===== config.mk =====
export PLATFORM = sky130hd
export DESIGN_NAME = blake_match
export DESIGN_NICKNAME = d
export VERILOG_FILES = /design/src/logic/blake_pkg.sv /design/src/logic/blake_match.sv
export SDC_FILE = /design/constraint.sdc
export NUM_CORES = 1
export LEC_CHECK = 0
export BUFFER_PORTS_ARGS = -buffer_cell sky130_fd_sc_hd__buf_2
export CAP_MARGIN = 25
export CELL_PAD_IN_SITES_DETAIL_PLACEMENT = 0
export CELL_PAD_IN_SITES_GLOBAL_PLACEMENT = 1
export CORE_AREA = 3 3 227 229
export CTS_BUF_LIST = sky130_fd_sc_hd__clkbuf_8 sky130_fd_sc_hd__clkbuf_16
export CTS_CLUSTER_DIAMETER = 100
export CTS_CLUSTER_SIZE = 12
export DETAILED_ROUTE_END_ITERATION = 10
export DIE_AREA = 0 0 230 232
export PLACE_DENSITY = 0.56
export SLEW_MARGIN = 20
export SYNTH_ARGS = -nofsm -noshare
export SYNTH_HDL_FRONTEND = slang
export SYNTH_SLANG_ARGS = --single-unit

===== constraint.sdc =====
create_clock -name clk -period 0.9 [get_ports clk]
set_input_delay 0.045 -clock clk [delete_from_list [all_inputs] [get_ports clk]]
set_output_delay 0.045 -clock clk [all_outputs]
set_load 0.01 [all_outputs]

===== src/logic/blake_pkg.sv =====
/* shared BLAKE-256 types, round constants, sigma permutation table
   and the fixed padding words of the 80-byte header tail */
package blake_pkg;

   typedef logic [31:0] word_t;

   // working state v0..v15, index 0 is v0
   typedef word_t [15:0] state_t;

   typedef struct packed {
      state_t v;
      word_t  nonce;
      logic   valid;
   } stage_t;

   localparam int MIDSTATE_WORDS = 8;
   localparam int CHAIN_BITS = 384;

   localparam word_t CONST_TABLE [0:15] = '{
      32'h243F6A88, 32'h85A308D3, 32'h13198A2E, 32'h03707344,
      32'hA4093822, 32'h299F31D0, 32'h082EFA98, 32'hEC4E6C89,
      32'h452821E6, 32'h38D01377, 32'hBE5466CF, 32'h34E90C6C,
      32'hC0AC29B7, 32'hC97C50DD, 32'h3F84D5B5, 32'hB5470917
   };

   // message length in bits, 640 for an 80-byte header
   localparam word_t IV_LEN = 32'h0000_0280;

   // fixed tail words, all other message words past m3 are zero
   localparam word_t PAD_M4 = 32'h8000_0000;
   localparam word_t PAD_M13 = 32'h0000_0001;
   localparam word_t PAD_M15 = 32'h0000_0280;

   localparam logic [3:0] SIGMA_TABLE [0:9][0:15] = '{
      '{4'd0, 4'd1, 4'd2, 4'd3, 4'd4, 4'd5, 4'd6, 4'd7,
        4'd8, 4'd9, 4'd10, 4'd11, 4'd12, 4'd13, 4'd14, 4'd15},
      '{4'd14, 4'd10, 4'd4, 4'd8, 4'd9, 4'd15, 4'd13, 4'd6,
        4'd1, 4'd12, 4'd0, 4'd2, 4'd11, 4'd7, 4'd5, 4'd3},
      '{4'd11, 4'd8, 4'd12, 4'd0, 4'd5, 4'd2, 4'd15, 4'd13,
        4'd10, 4'd14, 4'd3, 4'd6, 4'd7, 4'd1, 4'd9, 4'd4},
      '{4'd7, 4'd9, 4'd3, 4'd1, 4'd13, 4'd12, 4'd11, 4'd14,
        4'd2, 4'd6, 4'd5, 4'd10, 4'd4, 4'd0, 4'd15, 4'd8},
      '{4'd9, 4'd0, 4'd5, 4'd7, 4'd2, 4'd4, 4'd10, 4'd15,
        4'd14, 4'd1, 4'd11, 4'd12, 4'd6, 4'd8, 4'd3, 4'd13},
      '{4'd2, 4'd12, 4'd6, 4'd10, 4'd0, 4'd11, 4'd8, 4'd3,
        4'd4, 4'd13, 4'd7, 4'd5, 4'd15, 4'd14, 4'd1, 4'd9},
      '{4'd12, 4'd5, 4'd1, 4'd15, 4'd14, 4'd13, 4'd4, 4'd10,
        4'd0, 4'd7, 4'd6, 4'd3, 4'd9, 4'd2, 4'd8, 4'd11},
      '{4'd13, 4'd11, 4'd7, 4'd14, 4'd12, 4'd1, 4'd3, 4'd9,
        4'd5, 4'd0, 4'd15, 4'd4, 4'd8, 4'd6, 4'd2, 4'd10},
      '{4'd6, 4'd15, 4'd14, 4'd9, 4'd11, 4'd3, 4'd0, 4'd8,
        4'd12, 4'd2, 4'd13, 4'd7, 4'd1, 4'd4, 4'd10, 4'd5},
      '{4'd10, 4'd2, 4'd8, 4'd4, 4'd7, 4'd6, 4'd1, 4'd5,
        4'd15, 4'd11, 4'd9, 4'd14, 4'd3, 4'd12, 4'd13, 4'd0}
   };

endpackage


===== src/logic/blake_match.sv =====
/* final hash word 7 and registered target compare */
module blake_match #(
   parameter int MATCH_BITS = 32
) (
   input  logic              clk,
   input  logic              arst_n_i,
   input  blake_pkg::stage_t stage_i,
   input  blake_pkg::word_t  mid7_i,
   output logic              gn_match_o
);

   blake_pkg::word_t hash7;
   logic             zero_low;

   // h7' = h7 ^ v7 ^ v15, salt is zero
   assign hash7 = mid7_i ^ stage_i.v[7] ^ stage_i.v[15];
   assign zero_low = (hash7[MATCH_BITS-1:0] == '0);

   always_ff @(posedge clk or negedge arst_n_i) begin
      if (!arst_n_i) begin
         gn_match_o <= 1'b0;
      end else begin
         gn_match_o <= stage_i.valid & zero_low;
      end
   end

endmodule


== Word level (Yosys, flattened, before mapping) ==
Index checks and enable logic that the tools add are counted.
Widths: inputs -> output; s select.

* Flip-flop bits (word level): 1
* Bits of input ports: 579
* Output and inout bits: 1
* Word-level logic and storage cells: 5

* Bitwise logic cells: 3
* Reduce and logical (&&, ||, !) cells: 1

{| class="wikitable"
|+ Operators with widths
! kind !! count
|-
| $xor 32x32->32 || 2
|-
| $logic_not 32->1 || 1
|-
| $and 1x1->1 || 1
|}

== Longest topological paths before layout ==
Gate-level depths: netlist (run 1).

* Depth in word-level cells: 4
* Gate-level depth with buffers: 4
* Gate-level depth less buffers: 4

== Worst setup path after synthesis (run 1) ==
OpenSTA, ideal clock, no wires.

* Kind: input port to flip-flop
* Start point: input stage_i[278] (netlist name)
* End point: register gn_match_o
* Setup time: 0.068 ns
* Arrival: 0.913 ns
* Required time: 0.832 ns
* Setup slack: -0.081 ns
* Stages: 4
* Buffers on the path: 0
* Cell sequence: xnor3_1 o211ai_1 nor4b_2 and4_1

* Word-level cells in the longest chain between the ends: 4

{| class="wikitable"
|+ RTL lines
! what !! RTL line !! text
|-
| start, declared || blake_match.sv:7 || <nowiki>input blake_pkg::stage_t stage_i,</nowiki>
|-
| $xor 32x32->32 (2 in a row) || blake_match.sv:16 || <nowiki>assign hash7 = mid7_i ^ stage_i.v[7] ^ stage_i.v[15];</nowiki>
|-
| $logic_not 32->1 || blake_match.sv:17 || <nowiki>assign zero_low = (hash7[MATCH_BITS-1:0] == '0);</nowiki>
|-
| $and 1x1->1 || blake_match.sv:23 || <nowiki>gn_match_o <= stage_i.valid & zero_low;</nowiki>
|-
| end signal, assigned || blake_match.sv:23 ||
|-
| end, declared || blake_match.sv:9 || <nowiki>output logic gn_match_o</nowiki>
|}

Every way passes these cells.

== Worst setup path in the final report (run 1) ==
* Start point: input stage_i[286] (netlist name)
* End point: register gn_match_o

Same word-level chain as after synthesis.

==> results of run 1 <==
==> timing repair <==
action                     in CTS  in global routing
setup endpoints to repair       1                  1
resized for setup               8                  1
hold buffers                    1                  0
pin swaps                       8                  3
hold endpoints to repair        1                  0
==> cell usage in the layout (no fill, tap or decap) <==
| master | n |
|---|---|
| buf_4 | 4 |
| and4_1 | 1 |
| o211ai_1 | 1 |
| xnor3_1 | 23 |
| dfrtp_1 | 1 |
| nor4b_4 | 1 |
| buf_2 | 95 |
| nand4_1 | 4 |
| nand2_1 | 3 |
| xor3_1 | 1 |
| buf_6 | 4 |
| nor4_2 | 3 |
| xor2_1 | 1 |
| inv_1 | 1 |
| xnor2_1 | 14 |
| a21oi_2 | 1 |
| dlygate4sd3_1 | 1 |
==> logic make-up (layout without fill, tap and decap cells) <==
logic type,count (synthesis),in the layout
flops,1,1
buf+inv,1,105
simple gates,12,12
compound gates,2,2
xor+xnor,39,39
==> worst paths after layout <==
kind	startpoint	end	cells after the start
worst max-delay path	stage_i[286]	gn_match_o	6
worst min-delay path	arst_n_i	gn_match_o	2
max in group asynchronous	arst_n_i	gn_match_o	2
min in group clk	stage_i[282]	gn_match_o	4
==> final cells by class <==
cell class,count,share of cell area
multi-input cells,53,0.358
repair buffers,104,0.252
inverters,1,0.00169
flip-flops and latches,1,0.0112
well taps,672,0.378
==> through the flow <==
stage	power [W]	hold slack, ps	utilization	cells
2_1_floorplan	0.000435	-251	-	55
3_3_place_gp	0.000804	-168	0.0433	830
3_5_place_dp	0.000804	-169	0.0433	830
4_1_cts	0.000847	439	0.0445	831
5_1_grt	0.000900	454	0.0446	831
6_report	0.000818	420	0.0446	831
==> layer usage <==
metal | track usage | wire length (µm) | vias up
met5 | 0 | 81 | -
met2 | 0.0276 | 2140 | 73
met4 | 0 | 81 | 12
met1 | 0.0254 | 2380 | 357
li1 | - | - | 417
met3 | 0.0179 | 1210 | 22
==> power groups by stage <==
stage | Sequential, W | Combinational [W] | Clock (W)
after global routing | 0.0000457 | 0.000854 | 0
after CTS | 0.0000458 | 0.000801 | 0
after global placement | 0.0000458 | 0.000759 | 0
after floorplan | 0.0000458 | 0.000389 | 0
after detailed placement | 0.0000458 | 0.000759 | 0
final | 0.0000457 | 0.000772 | 0
==> impl_results.md, run 1 <==
- # DRC: 0
- Worst-path clk slew: 0 ps
- Unrepaired setup endpoints after global routing: true
- Initial DRC Count: 7
- Synth area leaders: xnor3_1 (65%), xnor2_1 (15%), dfrtp_1 (3.2%)
- Placed instance area: 2160 µm²
- Cells after synthesis: 55
- Drt total wl: 5900 µm
- Switching Share: 0.325
- Filler instances: 5980
- Asr flop ratio synth: 1.00
- Clock power share: 0
- Vias in the first global route: 896
- Max Cap Violations: 0
- Grt ovf: 0
- Cell variety after synth: 13
- Sequential area share after synthesis: 0.0315
- Dpl hpwl: 5780 µm
- Final worst-path cycle share: 1.43
- Max VDD drop: 0.182 mV
- Post-synth net total: 634
- # IOs: 580
- Internal Dissipation: 0.000552 W
- Multiplexer share of the synthesized area: 0
- Combinational cell fraction of total power: 0.944
- Slew margin rel.: 0.659
- Worst path bufs/invs: 2
- Final slew viol count: 0
- Via count: 881
- Req. time, crit path: 830 ps
- WL/cell: 7.10 µm
- Initial core utilization: 0.0159
- Seq pwr share: 0.056
- Dpl ws: -645 ps
- Initial antenna violation count: 14
- Final GP Congestion: 0.582
- Post-synthesis simple-gate area fraction: 0.0994
- WS Path Type: in -> reg
- Setup TNS: -384 ps
- Crit path cell chain: buf_2, xnor3_1, nand2_1, nor4_2, buf_4, and4_1
- CP max FO: 1
- Total GRT Usage: 0.0203
- DRT Pass-1 Iters: 4
- Main combinational cell family by area after synthesis: XOR/XNOR gates
- P_sw: 0.000266 W
- Post-synthesis adder-cell area fraction: 0
- Die Width: 230 µm
- Post-Synth XOR/XNOR Area: 0.849
- Violated checks: negative setup slack
- Post-synth EDFFs: 0
- CP max stage delay: 340 ps
- CP arrival: 1220 ps
- Static Leak: 0.874 nW
- Reg area: 25.0 µm²
- Top reg by flops: gn_match_o
- DRT antenna net count: 0
- Synth Warn #: 0
- Post-CTS Setup Bufs: 0
- Max reg flops: 1
- Setup ws final: -384 ps
- Synthesis-to-layout area growth: 181%
- Total Nets Final: 740
- Top delay family on crit path: simple AND/OR/NAND/NOR gates
- Largest net degree at the start of global routing: 3
- Avg Cell Area, Syn: 14.4 µm²
- Num rows: 82
- Final instance area: 2230 µm²
- Post-synth top area share: 0.653
- Crit. End Element: flop
- Via-per-instance ratio: 1.06
- Ant. Diodes: 0
- Synth Register Bits: 1
- PwrDens: 367 nW/µm²
- Most frequent cell after synthesis: xnor3_1
- Worst hold path type: in -> async
- Share of cells above drive strength 1: 0.679
- Die area: 53400 µm²
- Largest regs: gn_match_o x1
- Leading area contributor after synthesis: xnor3_1
- Setup crit start kind: primary input
- Predominant post-synthesis flop cell: dfrtp_1
- Core area: 49900 µm²
- Synth Area in Compound Gates: 0.0158
- Hold Vio Cnt, Final: 0
- Global-route wire length before repair: 7190 µm
- Multi-input logic area: 796 µm²
- Final setup viols: 1
- Synth Cell Area: 793 µm²
- Status: complete, but fails checks
- Port buffer count: 99
- Post-layout min period: 1280 ps
- Die height: 232 µm
- Slew @ Worst Pin: 508 ps
- CP max-delay cell: xnor3_1
- Top cells by count, synth: xnor3_1 (23), xnor2_1 (14), nand4_1 (4), nand2_1 (3), nor4_1 (3)
- FMAX: 0.779 GHz
(Power assumes the default switching activity.)
==> run 2, diff against run 1 <==
- CTS_BUF_LIST: sky130_fd_sc_hd__clkbuf_8 sky130_fd_sc_hd__clkbuf_16 -> sky130_fd_sc_hd__clkbuf_16
- SKIP_CTS_REPAIR_TIMING: unset -> 1
==> run 2 against run 1 <==
Net effect: the flow still finishes with violations (negative setup slack); die area is the same; maximum frequency down 0.70%; first-iteration DRC count is the same; combinational power down 0.8%; final cell count unchanged; largest cell class unchanged; worst setup slack worse by 9.0 ps; via count is 0.45% higher; flip-flop and latch count unchanged; sequential power about the same; global-route usage about the same; critical path depth is the same; total power down 0.73%.
==> impl_results.md, run 2 (synthesis gave the netlist of run 1 again) <==
- Max Cap Violations: 0 (unchanged)
- Final worst-path cycle share: 1.44 (was 1.43)
- Placed insts: 830 (unchanged)
- Crit. End Element: flop (unchanged)
- Crit path cell chain: buf_2, xnor3_1, o211ai_1, nor4b_4, buf_4, and4_1 (was buf_2, xnor3_1, nand2_1, nor4_2, buf_4, and4_1)
- FMAX: 0.773 GHz (was 0.779 GHz)
- Initial core utilization: 0.0159 (unchanged)
- Commonest cells after routing, fill and taps aside: buf_2 (97), xnor3_1 (23), xnor2_1 (14), nand4_1 (4), buf_4 (4) (was buf_2 (95), xnor3_1 (23), xnor2_1 (14))
- Port buffer count: 99 (unchanged)
- Largest net degree at the start of global routing: 3 (unchanged)
- Final GP Congestion: 0.582 (unchanged)
- CP max-delay cell: xnor3_1 (unchanged)
- Slew margin rel.: 0.659 (unchanged)
- Unrepaired setup endpoints after global routing: true (unchanged)
- # IOs: 580 (unchanged)
- Max reg flops: 1 (unchanged)
- Via count: 885 (was 881)
- CP max FO: 1 (unchanged)
- Die Width: 230 µm (unchanged)
- Dpl hpwl: 5780 µm (unchanged)
- Total GRT Usage: 0.0201 (was 0.0203)
- Setup crit start kind: primary input (unchanged)
- Req. time, crit path: 830 ps (about the same)
- Final slew viol count: 0 (unchanged)
- Initial DRC Count: 7 (unchanged)
- Largest regs: gn_match_o x1 (unchanged)
- Initial antenna violation count: 14 (unchanged)
- Core area: 49900 µm² (unchanged)
- Status: complete, but fails checks (unchanged)
- Violated checks: negative setup slack (unchanged)
- Top delay family on crit path: simple AND/OR/NAND/NOR gates (unchanged)
- WS Path Type: in -> reg (unchanged)
- CP max stage delay: 360 ps (was 340 ps)
- Global-route wire length before repair: 7090 µm (was 7190 µm)
- Slew @ Worst Pin: 508 ps (unchanged)
- Hold Vio Cnt, Final: 0 (unchanged)
- Worst path bufs/invs: 2 (unchanged)
- Vias in the first global route: 884 (was 896)
- PwrDens: 367 nW/µm² (about the same)
- Max VDD drop: 0.182 mV (about the same)
- Top reg by flops: gn_match_o (unchanged)
- Worst hold path type: in -> async (unchanged)
- Overall Power: 0.000812 W (was 0.000818 W)
- Share of cells above drive strength 1: 0.679 (unchanged)
- Most common cell after layout, fill and taps aside: buf_2 (unchanged)
- Via-per-instance ratio: 1.06 (about the same)
- WL/cell: 7.06 µm (was 7.10 µm)
- Ant. Diodes: 0 (unchanged)
- Static Leak: 0.869 nW (was 0.874 nW)
- Setup ws final: -393 ps (was -384 ps)
- # DRC: 0 (unchanged)
- Final setup viols: 1 (unchanged)
- Synthesis-to-layout area growth: 179% (was 181%)
- Post-layout min period: 1290 ps (was 1280 ps)
- Die area: 53400 µm² (unchanged)
- Drt total wl: 5870 µm (was 5900 µm)
- Grt ovf: 0 (unchanged)
- DRT Pass-1 Iters: 4 (unchanged)
- Die height: 232 µm (unchanged)
- Num rows: 82 (unchanged)
- Worst-path clk slew: 0 ps (about the same)
- CP arrival: 1220 ps (about the same)
- Total Nets Final: 740 (unchanged)
- Finished Layout Cells: 831 (unchanged)
- DRT antenna net count: 0 (unchanged)
-- run 2: cell counts in the layout (fill, tap and decap cells not counted) --
Identical to the previous run, type by type.
-- run 2: metrics by stage --
| step | area (µm²) | setup TNS [ps] | hold slack (ps) | util | worst slack, ps |
|---|---|---|---|---|---|
| after floorplan | 793 | -47.6 | -251 | - | -47.6 |
| after global routing | 2210 | -507 | 454 | 0.0444 | -507 |
| after CTS | 2160 | -645 | -169 | 0.0433 | -645 |
| after global placement | 2160 | -592 | -168 | 0.0433 | -592 |
| after detailed placement | 2160 | -645 | -169 | 0.0433 | -645 |
| final | 2210 | -393 | 420 | 0.0444 | -393 |
-- run 2: where the power goes --
group	leakage (nW)	switching [W]	internal (W)
combinational	0.855	0.000265	0.000501
sequential	0.0140	0.0000000000000266	0.0000457
clock	0	0	0
total	0.869	0.000265	0.000546
-- run 2: cell type report --
type                    count  area, µm²
inverters                   1       3.75
fillers                  5984      47600
repair buffers            104        548
well taps                 672        841
multi-input cells          53        796
flip-flops and latches      1       25.0
-- run 2: path summary, 6_finish.rpt --
kind / startpoint / to / cells past startpoint
setup / recovery: stage_i[278] / gn_match_o / 6
hold / removal: arst_n_i / gn_match_o / 2
max in group asynchronous: arst_n_i / gn_match_o / 2
min in group clk: stage_i[282] / gn_match_o / 4
-- run 2: metal layers --
metal	vias up	wire length (µm)	global-route usage
met4	12	81	0
met2	73	2140	0.0275
met5	-	81	0
met1	361	2350	0.0249
met3	22	1210	0.0179
li1	417	-	-
