--- config.mk ---
export PLATFORM = sky130hd
export DESIGN_NAME = blake_header_regs
export DESIGN_NICKNAME = d
export VERILOG_FILES = /design/src/logic/blake_pkg.sv /design/src/logic/blake_header_regs.sv
export SDC_FILE = /design/constraint.sdc
export NUM_CORES = 1
export LEC_CHECK = 0
export ABC_AREA = 1
export BUFFER_PORTS_ARGS = -buffer_cell sky130_fd_sc_hd__buf_4
export CORE_ASPECT_RATIO = 1.1
export CORE_MARGIN = 1
export CORE_UTILIZATION = 45
export DETAILED_ROUTE_END_ITERATION = 12
export GPL_TIMING_DRIVEN = 0
export PLACE_DENSITY = 0.8
export SYNTH_ARGS = -nofsm -noshare
export SYNTH_HDL_FRONTEND = slang
export SYNTH_SLANG_ARGS = --single-unit
export TNS_END_PERCENT = 100
--- constraint.sdc ---
create_clock -name clk -period 0.8 [get_ports clk]
set_input_delay 0.24 -clock clk [delete_from_list [all_inputs] [get_ports clk]]
set_output_delay 0.24 -clock clk [all_outputs]
set_load 0.005 [all_outputs]
--- src/logic/blake_pkg.sv ---
/* shared BLAKE-256 types, round constants, sigma permutation table
   and the fixed padding words of the 80-byte header tail */
package blake_pkg;

   typedef logic [31:0] word_t;

   // working state v0..v15, index 0 is v0
   typedef word_t [15:0] state_t;

   typedef struct packed {
      state_t v;
      word_t  nonce;
      logic   valid;
   } stage_t;

   localparam int MIDSTATE_WORDS = 8;
   localparam int CHAIN_BITS = 384;

   localparam word_t CONST_TABLE [0:15] = '{
      32'h243F6A88, 32'h85A308D3, 32'h13198A2E, 32'h03707344,
      32'hA4093822, 32'h299F31D0, 32'h082EFA98, 32'hEC4E6C89,
      32'h452821E6, 32'h38D01377, 32'hBE5466CF, 32'h34E90C6C,
      32'hC0AC29B7, 32'hC97C50DD, 32'h3F84D5B5, 32'hB5470917
   };

   // message length in bits, 640 for an 80-byte header
   localparam word_t IV_LEN = 32'h0000_0280;

   // fixed tail words, all other message words past m3 are zero
   localparam word_t PAD_M4 = 32'h8000_0000;
   localparam word_t PAD_M13 = 32'h0000_0001;
   localparam word_t PAD_M15 = 32'h0000_0280;

   localparam logic [3:0] SIGMA_TABLE [0:9][0:15] = '{
      '{4'd0, 4'd1, 4'd2, 4'd3, 4'd4, 4'd5, 4'd6, 4'd7,
        4'd8, 4'd9, 4'd10, 4'd11, 4'd12, 4'd13, 4'd14, 4'd15},
      '{4'd14, 4'd10, 4'd4, 4'd8, 4'd9, 4'd15, 4'd13, 4'd6,
        4'd1, 4'd12, 4'd0, 4'd2, 4'd11, 4'd7, 4'd5, 4'd3},
      '{4'd11, 4'd8, 4'd12, 4'd0, 4'd5, 4'd2, 4'd15, 4'd13,
        4'd10, 4'd14, 4'd3, 4'd6, 4'd7, 4'd1, 4'd9, 4'd4},
      '{4'd7, 4'd9, 4'd3, 4'd1, 4'd13, 4'd12, 4'd11, 4'd14,
        4'd2, 4'd6, 4'd5, 4'd10, 4'd4, 4'd0, 4'd15, 4'd8},
      '{4'd9, 4'd0, 4'd5, 4'd7, 4'd2, 4'd4, 4'd10, 4'd15,
        4'd14, 4'd1, 4'd11, 4'd12, 4'd6, 4'd8, 4'd3, 4'd13},
      '{4'd2, 4'd12, 4'd6, 4'd10, 4'd0, 4'd11, 4'd8, 4'd3,
        4'd4, 4'd13, 4'd7, 4'd5, 4'd15, 4'd14, 4'd1, 4'd9},
      '{4'd12, 4'd5, 4'd1, 4'd15, 4'd14, 4'd13, 4'd4, 4'd10,
        4'd0, 4'd7, 4'd6, 4'd3, 4'd9, 4'd2, 4'd8, 4'd11},
      '{4'd13, 4'd11, 4'd7, 4'd14, 4'd12, 4'd1, 4'd3, 4'd9,
        4'd5, 4'd0, 4'd15, 4'd4, 4'd8, 4'd6, 4'd2, 4'd10},
      '{4'd6, 4'd15, 4'd14, 4'd9, 4'd11, 4'd3, 4'd0, 4'd8,
        4'd12, 4'd2, 4'd13, 4'd7, 4'd1, 4'd4, 4'd10, 4'd5},
      '{4'd10, 4'd2, 4'd8, 4'd4, 4'd7, 4'd6, 4'd1, 4'd5,
        4'd15, 4'd11, 4'd9, 4'd14, 4'd3, 4'd12, 4'd13, 4'd0}
   };

endpackage

--- src/logic/blake_header_regs.sv ---
/* serial load chain for the midstate and header tail words */
module blake_header_regs (
   input  logic             clk,
   input  logic             arst_n_i,
   input  logic             shift_i,
   input  logic             din_i,
   output blake_pkg::word_t [blake_pkg::MIDSTATE_WORDS-1:0] midstate_o,
   output blake_pkg::word_t hdr0_o,
   output blake_pkg::word_t hdr1_o,
   output blake_pkg::word_t hdr2_o,
   output blake_pkg::word_t init_nonce_o
);

   logic [blake_pkg::CHAIN_BITS-1:0] chain_q;

   // msb first, the first bit in ends up in midstate word 7 bit 31
   always_ff @(posedge clk or negedge arst_n_i) begin
      if (!arst_n_i) begin
         chain_q <= '0;
      end else if (shift_i) begin
         chain_q <= {chain_q[blake_pkg::CHAIN_BITS-2:0], din_i};
      end
   end

   assign midstate_o = chain_q[blake_pkg::CHAIN_BITS-1 -: blake_pkg::MIDSTATE_WORDS*32];

   // header tail, word 3 on top
   assign hdr0_o = chain_q[31:0];
   assign hdr1_o = chain_q[63:32];
   assign hdr2_o = chain_q[95:64];
   assign init_nonce_o = chain_q[127:96];

endmodule

---- After elaboration in Yosys (flattened, before gate mapping) ----
Cells that the tools add are included.
storage, ports and cells
  bits in registers ....................... 384
  input port bits ......................... 4
  output and inout port bits .............. 384
  word-level logic and storage cells ...... 1

---- Logic depth before layout (Yosys ltp) ----
Gate-level depths: netlist (run 1).
  depth after elaboration ................. 0
  depth in mapped cells ................... 6

---- Worst setup path before layout (run 1) ----
OpenSTA, ideal clock, no wires.
  path type ............................... input to register
  start point ............................. input shift_i
  end point ............................... register chain_q[122] (netlist bit)
  data arrival time ....................... 0.757 ns
  path slack .............................. -0.074 ns
  stages on the path ...................... 6
  cell sequence ........................... buf_6 -> inv_6 -> buf_6 -> buf_6 -> nand2_1 -> nand2_1
RTL lines
  what                    line                     RTL
  start: declaration      blake_header_regs.sv:5   input logic shift_i,
  end signal: assignment  blake_header_regs.sv:21  chain_q <= {chain_q[blake_pkg::CHAIN_BITS-2:0], din_i};
  end: declaration        blake_header_regs.sv:14  logic [blake_pkg::CHAIN_BITS-1:0] chain_q;

---- Worst setup path after layout (run 1) ----
  start point ............................. register chain_q[176] (netlist bit)
  end point ............................... output midstate_o[48] (netlist bit)
RTL lines
  what              line                    RTL
  end: declaration  blake_header_regs.sv:7  output blake_pkg::word_t [blake_pkg::MIDSTATE_WORDS-1:0] midstate_o,
No word-level cell between the ends.

==> metrics.yaml, run 1 <==
cts:
  clock_sinks: 384
  htreeDepth: 2
  cts-hold-fix-buffers: 1
  clock_latency_ns: 0.54
  root_buffer: "clkbuf_16"
  cts_tree: "built"
  numCtsBuffers: 40
  clockBufferDepth: 3
  clk_pin_slew_worst_paths_ns: 0.07
power:
  power_density_nw_per_um2: 1710
  peakVddDrop_v: 0.00230
  p_leak_nw: 14.5
  p_total_mw: 42.6
timing:
  fmaxAchievable_mhz: 717
  slew_violations: 0
  rsz0062_at_grt: "true"
  setup_violations: 573
  whs_ns: -0.409
  relSlewSlack_pct: 56.9
  setup_slack_ns: -0.594
  tns_ns: -207.87
  min_period_ns: 1.39
  period_share_pct: 174
  final_hold_viol_count: 100
  clock_skew_ns: 0.0137
  tightest_slew_ns: 0.646
worst_hold_path:
  hp-class: "input port to asynchronous set/reset pin"
critical_path:
  critPathKind: "register to primary output"
  arrival_ns: 1.15
  crit_fanout: 2
  reg2reg_to: "chain_q[125]$_DFFE_PN0P_"
  cp-end-kind: "primary output"
  regToRegSetupSlack_ns: -0.19
  rr_worst_depth: 4
  critical_path_required_ns: 0.56
  critical-path-max-stage-delay_ns: 0.46
  r2r_start: "chain_q[124]$_DFFE_PN0P_"
  crit_path_cell_trace: "buf_6"
  cp-start-kind: "register"
  worst_path_max_delay_cell: "dfrtp_1"
  cp_top_family: "flip-flops"
  crit_buf_inv: 1
yosys:
  yosys.cell_types.count: 7
  yosys_register_bits: 384
  yosysWarnings: 0
  synth_area_um2: 14700
  yosysSeqAreaShare_pct: 65.6
  netlist_instances: 1622
  avgSynthCellArea_um2: 9.04
  synth_nets: 1626
place:
  dpl_worst_slack_ns: -0.823
  io_buffers: 386
  hpwl_um: 26400
  post-place-cells: 2431
  place.gp.congestion: 0.843
  dpl-instance-area_um2: 18300
layout:
  seq_area_um2: 9610
  fill_cells: 1570
  fin_util_pct: 78.7
  reg.largest.list: "chain_q x384"
  nNetsFinal: 2460
  syn2layout_area_growth_pct: 70.5
  largest_reg_flops: 384
  antenna_cells: 0
  stdcell_count: 2905
  multiInputGateArea_um2: 4710
  largest_register: "chain_q"
  drive_gt1_share_pct: 43.6
  postLayoutCellArea_um2: 25000
floorplanning:
  die_w_um: 174
  dieArea_um2: 33300
  placementRows: 68
  start_util_pct: 46.2
  coreArea_um2: 31700
  die_y_um: 191
  io-pin-count: 388
grt:
  grt_pass1_vias: 15000
  antenna_found_initial: 0
  grt_usage_pct: 30.0
  grt_max_degree: 123
  gr-total-overflow: 0
  grt_pass1_wl_um: 79100
route:
  ant_nets: 0
  firstDrtPassIters: 6
  vias_per_cell: 5.35
  wl_um: 61100
  drtIter0Drc: 1273
  vias: 15500
  avgRoutedWirePerCell_um: 21.0
  drc: 0
flow_run:
  maxCapViolations: 0
run_status:
  status: "complete, but fails checks"
  failed_checks: "negative hold slack, negative setup slack"
-- worst max-delay path by stage --
stage,from,endpoint,cells after the start
after floorplan,shift_i,chain_q[100]$_DFFE_PN0P_,6
after global placement,arst_n_i,chain_q[165]$_DFFE_PN0P_,1
after detailed placement,arst_n_i,chain_q[165]$_DFFE_PN0P_,3
after CTS,chain_q[78]$_DFFE_PN0P_,hdr2_o[14],1
after global routing,chain_q[324]$_DFFE_PN0P_,midstate_o[196],1
final,chain_q[176]$_DFFE_PN0P_,midstate_o[48],1
-- synth_stat cells --
cell        n  area, um2
buf_6      44        495
buf_2      39        195
dfrtp_1   384       9610
buf_8       1       15.0
nand2_1  1152       4320
buf_4       1       7.51
inv_6       1       8.76
-- report_power, final --
part	leakage, nW	internal, mW	switching (mW)
registers	5.35	19.6	0.232
logic	8.45	1.34	1.71
clock network	0.655	11.4	8.28
-- cell families (layout without fill, tap and decap cells) --
logic type	after synthesis	in the layout	share of synthesized area (%)
buf+inv	86	949	4.93
flops	384	384	65.6
simple gates	1152	1152	29.5
-- metal layers --
layer | up-vias | wire, um | track usage, % | share of wire (%)
met5 | - | 0 | 0 | 0
met4 | 0 | 4790 | 16.4 | 7.8
met3 | 387 | 4990 | 7.16 | 8.2
met2 | 1001 | 31200 | 53.5 | 51
met1 | 7618 | 20100 | 32.9 | 33
li1 | 6529 | - | - | -
-- cells in the final DEF (no fill, tap or decap), types with 4 or more instances in the layout --
cell type / n
nand2_1: 1008
buf_6: 548
dfrtp_1: 383
buf_4: 314
nand2_2: 138
clkbuf_16: 41
clkbuf_1: 9
clkbuf_8: 7
nand2_4: 6
clkinv_2: 6
buf_2: 4
bufinv_16: 4
buf_16: 4
-- final cells by class --
type	instances	area share, %
Timing Repair Buffer	792	31.9
Inverter	1	0.0451
Sequential cell	384	38.5
Clock inverter	14	0.731
Clock buffer	57	4.63
Tap cell	420	2.10
Multi-Input combinational cell	1152	18.9
Buffer	85	3.27
-- what timing repair did --
item | CTS | global route
endpoints found under the hold margin | 61 | 60
pin swaps | 0 | 58
gates cloned | 2 | 0
setup buffers | 309 | 130
gates resized for setup | 385 | 275
setup endpoints to repair | 504 | 605
Power figures use the tool's default switching activity.
==> run 2, diff against run 1 <==
--- a/config.mk
+++ b/config.mk
@@ -5,7 +5,6 @@
 export SDC_FILE = /design/constraint.sdc
 export NUM_CORES = 1
 export LEC_CHECK = 0
-export ABC_AREA = 1
 export BUFFER_PORTS_ARGS = -buffer_cell sky130_fd_sc_hd__buf_4
 export CORE_ASPECT_RATIO = 1.1
 export CORE_MARGIN = 1
==> metrics.yaml, run 2 <==
critical_path:
  critPathKind: "register to primary output"  # unchanged
  rr_worst_depth: 3  # was 4
  cp_top_family: "flip-flops"  # unchanged
  reg2reg_to: "chain_q[181]$_DFFE_PN0P_"  # was chain_q[125]$_DFFE_PN0P_
  cp-start-kind: "register"  # unchanged
  regToRegSetupSlack_ns: -0.32  # was -0.19 ns
  crit_buf_inv: 1  # unchanged
  critical-path-max-stage-delay_ns: 0.46  # about the same
  r2r_start: "chain_q[181]$_DFFE_PN0P_"  # was chain_q[124]$_DFFE_PN0P_
  crit_fanout: 3  # was 2
  worst_path_max_delay_cell: "dfrtp_1"  # unchanged
  arrival_ns: 1.14  # was 1.15 ns
  critical_path_required_ns: 0.56  # about the same
  cp-end-kind: "primary output"  # unchanged
  crit_path_cell_trace: "buf_6"  # unchanged
yosys:
  ys_top_cells_by_count: "384 x dfrtp_1, 354 x mux2_2, 40 x buf_6"  # was 1152 x nand2_1, 384 x dfrtp_1, 44 x buf_6
  yosysTopAreaCellShare_pct: 66.4  # was 65.6%
  synth.area.top_cells: "dfrtp_1 66%, mux2_2 28%, buf_6 3.1%"  # was dfrtp_1 66%, nand2_1 30%, buf_6 3.4%
  synth_nets: 815  # was 1626
  avgSynthCellArea_um2: 17.8  # was 9.04 um2
  yosys_register_bits: 384  # unchanged
  synth_top_area_cell: "dfrtp_1"  # unchanged
  synth.most_common_cell: "dfrtp_1"  # was nand2_1
  synth_async_sr_flop_share_pct: 100  # unchanged
  yosysSeqAreaShare_pct: 66.4  # was 65.6%
  synth_area_um2: 14500  # was 14700 um2
  yosys.cell_types.count: 6  # was 7
  yosysWarnings: 0  # unchanged
  synthFlopType: "dfrtp_1"  # unchanged
  synth-edff-count: 0  # unchanged
  netlist_instances: 811  # was 1622
timing:
  rsz0062_at_grt: "true"  # unchanged
  setup_slack_ns: -0.578  # was -0.594 ns
  slew_violations: 0  # unchanged
  whs_ns: -0.394  # was -0.409 ns
  min_period_ns: 1.38  # was 1.39 ns
  clock_skew_ns: 0.0178  # was 0.0137 ns
  setup_violations: 767  # was 573
  period_share_pct: 172  # was 174%
  final_hold_viol_count: 107  # was 100
  fmaxAchievable_mhz: 726  # was 717 MHz
  relSlewSlack_pct: 71.5  # was 56.9%
  tightest_slew_ns: 0.428  # was 0.646 ns
run_status:
  failed_checks: "negative hold slack, negative setup slack"  # unchanged
  status: "complete, but fails checks"  # unchanged
route:
  ant_nets: 0  # unchanged
  drtIter0Drc: 494  # was 1273
  wl_um: 51100  # was 61100 um
  drc: 0  # unchanged
  avgRoutedWirePerCell_um: 25.0  # was 21.0 um
  firstDrtPassIters: 4  # was 6
  vias_per_cell: 5.16  # was 5.35
  vias: 10500  # was 15500
layout:
  drive_gt1_share_pct: 75.9  # was 43.6%
  reg.largest.list: "chain_q x384"  # unchanged
  postLayoutCellArea_um2: 25200  # was 25000 um2
  antenna_cells: 0  # unchanged
  syn2layout_area_growth_pct: 73.9  # was 70.5%
  nNetsFinal: 1595  # was 2460
  stdcell_count: 2040  # was 2905
  largest_reg_flops: 384  # unchanged
  largest_register: "chain_q"  # unchanged
  final_common_cell: "buf_6"  # was nand2_1
  layout_common_cells: "720 x buf_6, 380 x dfrtp_1, 219 x mux2_2"  # was 1008 x nand2_1, 548 x buf_6, 383 x dfrtp_1
flow_run:
  maxCapViolations: 0  # unchanged
grt:
  grt_pass1_vias: 11300  # was 15000
  antenna_found_initial: 0  # unchanged
  gr-total-overflow: 0  # unchanged
  grt_pass1_wl_um: 65200  # was 79100 um
  grt_max_degree: 73  # was 123
  grt_usage_pct: 25.5  # was 30.0%
cts:
  cts_tree: "built"  # unchanged
  clockBufferDepth: 3  # unchanged
  cts-hold-fix-buffers: 1  # unchanged
  numCtsBuffers: 39  # was 40
  htreeDepth: 2  # unchanged
  clock_sinks: 384  # unchanged
  clock_latency_ns: 0.53  # was 0.54 ns
  clk_pin_slew_worst_paths_ns: 0.07  # about the same
  root_buffer: "clkbuf_16"  # unchanged
floorplanning:
  io-pin-count: 388  # unchanged
  start_util_pct: 46.0  # was 46.2%
  die_y_um: 190  # was 191 um
  die_w_um: 173  # was 174 um
  dieArea_um2: 32900  # was 33300 um2
  coreArea_um2: 31500  # was 31700 um2
  placementRows: 68  # unchanged
power:
  p_clk_share_pct: 41.5  # was 46.2%
  combPwrFrac_pct: 12.3  # was 7.2%
  internal_power_mw: 34.0  # was 32.4 mW
  netSwitchingPower_mw: 10.9  # was 10.2 mW
  p_leak_nw: 13.3  # was 14.5 nW
  sequentialPowerShare_pct: 46.2  # was 46.7%
  peakVddDrop_v: 0.00199  # was 0.00230 V
  power_density_nw_per_um2: 1780  # was 1710 nW/um2
  p_sw_share_pct: 24.2  # was 24.0%
  p_total_mw: 44.9  # was 42.6 mW
place:
  io_buffers: 386  # unchanged
  place.gp.congestion: 0.784  # was 0.843
  hpwl_um: 21800  # was 26400 um
  post-place-cells: 1620  # was 2431
  dpl-instance-area_um2: 18100  # was 18300 um2
worst_hold_path:
  hp-class: "input port to asynchronous set/reset pin"  # unchanged
[run 2: changes by cell type in the layout (fill, tap and decap cells not counted), moves of 3 or more]
cell	delta
buf_6	+172
mux2_2	+219
buf_8	+3
buf_4	-272
clkbuf_8	+3
bufinv_16	-3
nand2_2	-138
mux2_4	+164
dfrtp_1	-3
nand2_4	-6
nand2_1	-1008
dfrtp_2	+3
[run 2: logic make-up (layout without fill, tap and decap cells)]
group,after synthesis,after routing,share of synthesized area [%]
flip-flops,384,384,66.4
multiplexers,384,384,30.4
buffers and inverters,43,852,3.22
[run 2: power groups by stage]
stage | combinational (mW) | sequential [mW] | clock (mW)
detailed placement | 3.34 | 21.0 | 0
floorplan | 1.45 | 20.9 | 0
global route | 5.81 | 20.8 | 19.6
finish | 5.52 | 20.8 | 18.6
CTS | 4.78 | 20.6 | 18.4
global placement | 3.24 | 20.9 | 0
[run 2: per-stage QoR]
stage / hold slack, ns / util, % / TNS (ns) / worst slack [ns]
after floorplan: -0.0556 / - / -95.52 / -0.257
after global placement: 0.477 / 57.2 / -1664.67 / -4.03
after detailed placement: 0.232 / 57.5 / -347.40 / -0.888
after CTS: -0.372 / 74.1 / -226.75 / -0.554
after global routing: -0.369 / 80.0 / -257.34 / -0.602
final: -0.394 / 80.0 / -241.10 / -0.578
[run 2: area by class of cell]
| type | instances | area [um2] |
|---|---|---|
| repair buffers | 739 | 8280 |
| flip-flops and latches | 384 | 9610 |
| plain buffers | 43 | 529 |
| fillers | 1382 | 6310 |
| multi-input cells | 384 | 4940 |
| clock buffers | 59 | 1190 |
| well taps | 420 | 526 |
| clock inverters | 11 | 85.1 |
[run 2: worst max path at each step]
| stage | from | to | cells after the start |
|---|---|---|---|
| after CTS | chain_q[92]$_DFFE_PN0P_ | hdr2_o[28] | 1 |
| final | chain_q[103]$_DFFE_PN0P_ | init_nonce_o[7] | 1 |
| after global routing | chain_q[103]$_DFFE_PN0P_ | init_nonce_o[7] | 1 |
| after detailed placement | arst_n_i | chain_q[356]$_DFFE_PN0P_ | 3 |
| after floorplan | shift_i | chain_q[54]$_DFFE_PN0P_ | 4 |
| after global placement | arst_n_i | chain_q[354]$_DFFE_PN0P_ | 1 |
[run 2: timing repair]
item                       in CTS  in global routing
resized for setup             420                412
cloned                          3                  0
setup endpoints to repair     646                879
setup buffers                 303                135
hold endpoints to repair       71                 70
[run 2: per-layer routing]
| layer | part of all wire [%] | GRT usage (%) | routed length [um] | vias to the layer above |
|---|---|---|---|---|
| li1 | - | - | - | 4433 |
| met1 | 36 | 27.8 | 18200 | 5506 |
| met2 | 54 | 46.0 | 27500 | 445 |
| met3 | 5.8 | 6.89 | 2980 | 144 |
| met4 | 4.7 | 12.2 | 2390 | 0 |
| met5 | 0 | 0 | 0 | - |
==> run 3, diff against run 2 <==
==> constraint.sdc (replaced) <==
create_clock -name clk -period 1.45 [get_ports clk]
set_input_delay 0.435 -clock clk [delete_from_list [all_inputs] [get_ports clk]]
set_output_delay 0.435 -clock clk [all_outputs]
set_load 0.005 [all_outputs]
==> metrics.yaml, run 3 (synthesized netlist as in run 2, its figures left out) <==
power:
  combPwrFrac_pct: 11.6  # was 12.3%
  peakVddDrop_v: 0.00101  # was 0.00199 V
  p_leak_nw: 13.1  # was 13.3 nW
  sequentialPowerShare_pct: 47.0  # was 46.2%
  internal_power_mw: 18.4  # was 34.0 mW
  p_clk_share_pct: 41.3  # was 41.5%
  p_sw_share_pct: 23.8  # was 24.2%
  power_density_nw_per_um2: 1010  # was 1780 nW/um2
  netSwitchingPower_mw: 5.76  # was 10.9 mW
critical_path:
  reg2reg_to: "chain_q[345]$_DFFE_PN0P_"  # was chain_q[181]$_DFFE_PN0P_
  critical-path-max-stage-delay_ns: 0.45  # was 0.46 ns
  regToRegSetupSlack_ns: 0.27  # was -0.32 ns
  crit_start: "chain_q[36]$_DFFE_PN0P_"  # was chain_q[103]$_DFFE_PN0P_
  cp-end-kind: "primary output"  # unchanged
  arrival_ns: 1.15  # was 1.14 ns
  critical_path_required_ns: 1.02  # was 0.56 ns
  worst_path_max_delay_cell: "dfrtp_1"  # unchanged
  crit_cells: 1  # unchanged
  rr_worst_depth: 4  # was 3
  r2r_start: "chain_q[345]$_DFFE_PN0P_"  # was chain_q[181]$_DFFE_PN0P_
  crit_fanout: 2  # was 3
  critPathKind: "register to primary output"  # unchanged
  crit_path_cell_trace: "buf_6"  # unchanged
  cp_top_family: "flip-flops"  # unchanged
  crit_buf_inv: 1  # unchanged
  crit_path_end: "hdr1_o[4]"  # was init_nonce_o[7]
  cp-start-kind: "register"  # unchanged
grt:
  grt_usage_pct: 25.0  # was 25.5%
  antenna_found_initial: 1  # was 0
  grt_max_degree: 130  # was 73
  grt_pass1_vias: 11100  # was 11300
  gr-total-overflow: 0  # unchanged
  grt_pass1_wl_um: 63800  # was 65200 um
timing:
  slew_violations: 0  # unchanged
  clock_skew_ns: 0.0150  # was 0.0178 ns
  relSlewSlack_pct: 57.0  # was 71.5%
  tightest_slew_ns: 0.646  # was 0.428 ns
  setup_violations: 384  # was 767
  fmaxAchievable_mhz: 631
  period_share_pct: 109
  setup_slack_ns: -0.134  # was -0.578 ns
  whs_ns: -0.0513  # was -0.394 ns
  min_period_ns: 1.58
  final_hold_viol_count: 43  # was 107
  rsz0062_at_grt: "true"  # unchanged
cts:
  clock_latency_ns: 0.54  # was 0.53 ns
  htreeDepth: 2  # unchanged
  numCtsBuffers: 40  # was 39
  cts_tree: "built"  # unchanged
  root_buffer: "clkbuf_16"  # unchanged
  clk_pin_slew_worst_paths_ns: 0.07  # about the same
  clockBufferDepth: 3  # unchanged
  clock_sinks: 384  # unchanged
layout:
  syn2layout_area_growth_pct: 65.4  # was 73.9%
  drive_gt1_share_pct: 75.9  # about the same
  multiInputGateArea_um2: 4400  # was 4940 um2
  final_common_cell: "buf_4"  # was buf_6
  reg.largest.list: "chain_q x384"  # unchanged
  largest_reg_flops: 384  # unchanged
  layout_common_cells: "426 x buf_4, 424 x buf_6, 382 x dfrtp_1"  # was 720 x buf_6, 380 x dfrtp_1, 219 x mux2_2
  antenna_cells: 0  # unchanged
  seq_area_um2: 9610  # about the same
  largest_register: "chain_q"  # unchanged
  nNetsFinal: 1677  # was 1595
  fill_cells: 1612  # was 1382
  stdcell_count: 2122  # was 2040
route:
  wl_um: 46200  # was 51100 um
  vias_per_cell: 4.95  # was 5.16
  ant_nets: 0  # unchanged
  drtIter0Drc: 431  # was 494
  drc: 0  # unchanged
  vias: 10500  # about the same
  firstDrtPassIters: 4  # unchanged
  avgRoutedWirePerCell_um: 21.8  # was 25.0 um
run_status:
  failed_checks: "negative hold slack, negative setup slack"  # unchanged
  status: "complete, but fails checks"  # unchanged
place:
  io_buffers: 386  # unchanged
  post-place-cells: 1620  # unchanged
  hpwl_um: 21800  # about the same
  place.gp.congestion: 0.790  # was 0.784
  dpl_worst_slack_ns: -0.323  # was -0.888 ns
floorplanning:
  die_y_um: 190  # unchanged
  coreArea_um2: 31500  # unchanged
  placementRows: 68  # unchanged
  die_w_um: 173  # unchanged
  io-pin-count: 388  # unchanged
  start_util_pct: 46.0  # unchanged
  dieArea_um2: 32900  # unchanged
flow_run:
  maxCapViolations: 0  # unchanged
worst_hold_path:
  hp-class: "input port to asynchronous set/reset pin"  # unchanged
==> run 3: cell types whose count changed in the layout (fill, tap and decap cells not counted), moves of 3 or more <==
cell           before  now
buf_16              6    3
buf_4              42  426
buf_6             720  424
buf_8               6    1
clkbuf_1            8   15
clkbuf_8           10    5
dlygate4sd3_1       1    4
mux2_1              1   10
mux2_2            219  354
mux2_4            164   20
==> run 3: routing by layer <==
metal  vias up  part of all wire (%)  global-route usage [%]
met3       142                   5.7                    6.47
met1      5338                    34                    27.1
met2       415                    54                    45.5
met4         2                   5.5                    11.9
li1       4601                     -                       -
met5         -                 0.026                       0
==> run 3: cell type report <==
| class | count | share of cell area, % |
|---|---|---|
| Sequential cell | 384 | 40.2 |
| Multi-Input combinational cell | 384 | 18.4 |
| Clock buffer | 61 | 4.81 |
| Clock inverter | 10 | 0.355 |
| Tap cell | 420 | 2.20 |
| Timing Repair Buffer | 820 | 32.2 |
| Buffer | 43 | 1.94 |
==> run 3: worst min-delay path by stage <==
stage	endpoint	start	slack, ns
after global routing	chain_q[132]$_DFFE_PN0P_	arst_n_i	-0.01
after global placement	chain_q[52]$_DFFE_PN0P_	chain_q[52]$_DFFE_PN0P_	0.49
after CTS	chain_q[132]$_DFFE_PN0P_	arst_n_i	-0.03
after detailed placement	chain_q[128]$_DFFE_PN0P_	arst_n_i	0.32
after floorplan	chain_q[0]$_DFFE_PN0P_	arst_n_i	0.14
final	chain_q[130]$_DFFE_PN0P_	arst_n_i	-0.05
==> run 3: stage by stage <==
step | power [mW] | cell area, um2 | utilization, % | TNS [ns] | hold WS (ns)
floorplan | 12.2 | 14500 | - | 0 | 0.139
global placement | 13.3 | 17900 | 56.9 | -1405.60 | 0.493
detailed placement | 13.3 | 18000 | 57.1 | -77.39 | 0.325
CTS | 23.9 | 22900 | 72.8 | -21.56 | -0.0301
global route | 24.9 | 23900 | 76.0 | -31.69 | -0.0120
finish | 24.2 | 23900 | 76.0 | -18.22 | -0.0513
==> run 3: power by group through the flow <==
stage          Combinational, mW  Sequential [mW]  Clock (mW)
6_report                    2.82             11.4        9.99
5_1_grt                     2.99             11.4        10.5
4_1_cts                     2.56             11.4        9.98
3_5_place_dp                1.79             11.6           0
3_3_place_gp                1.72             11.5           0
2_1_floorplan              0.729             11.5           0
==> run 3: what timing repair did <==
item / CTS / global route
setup buffers: 288 / 137
endpoints found under the hold margin: 33 / 0
hold buffers: 6 / 0
endpoints found under the setup margin: 384 / 384
gates resized for setup: 385 / 1
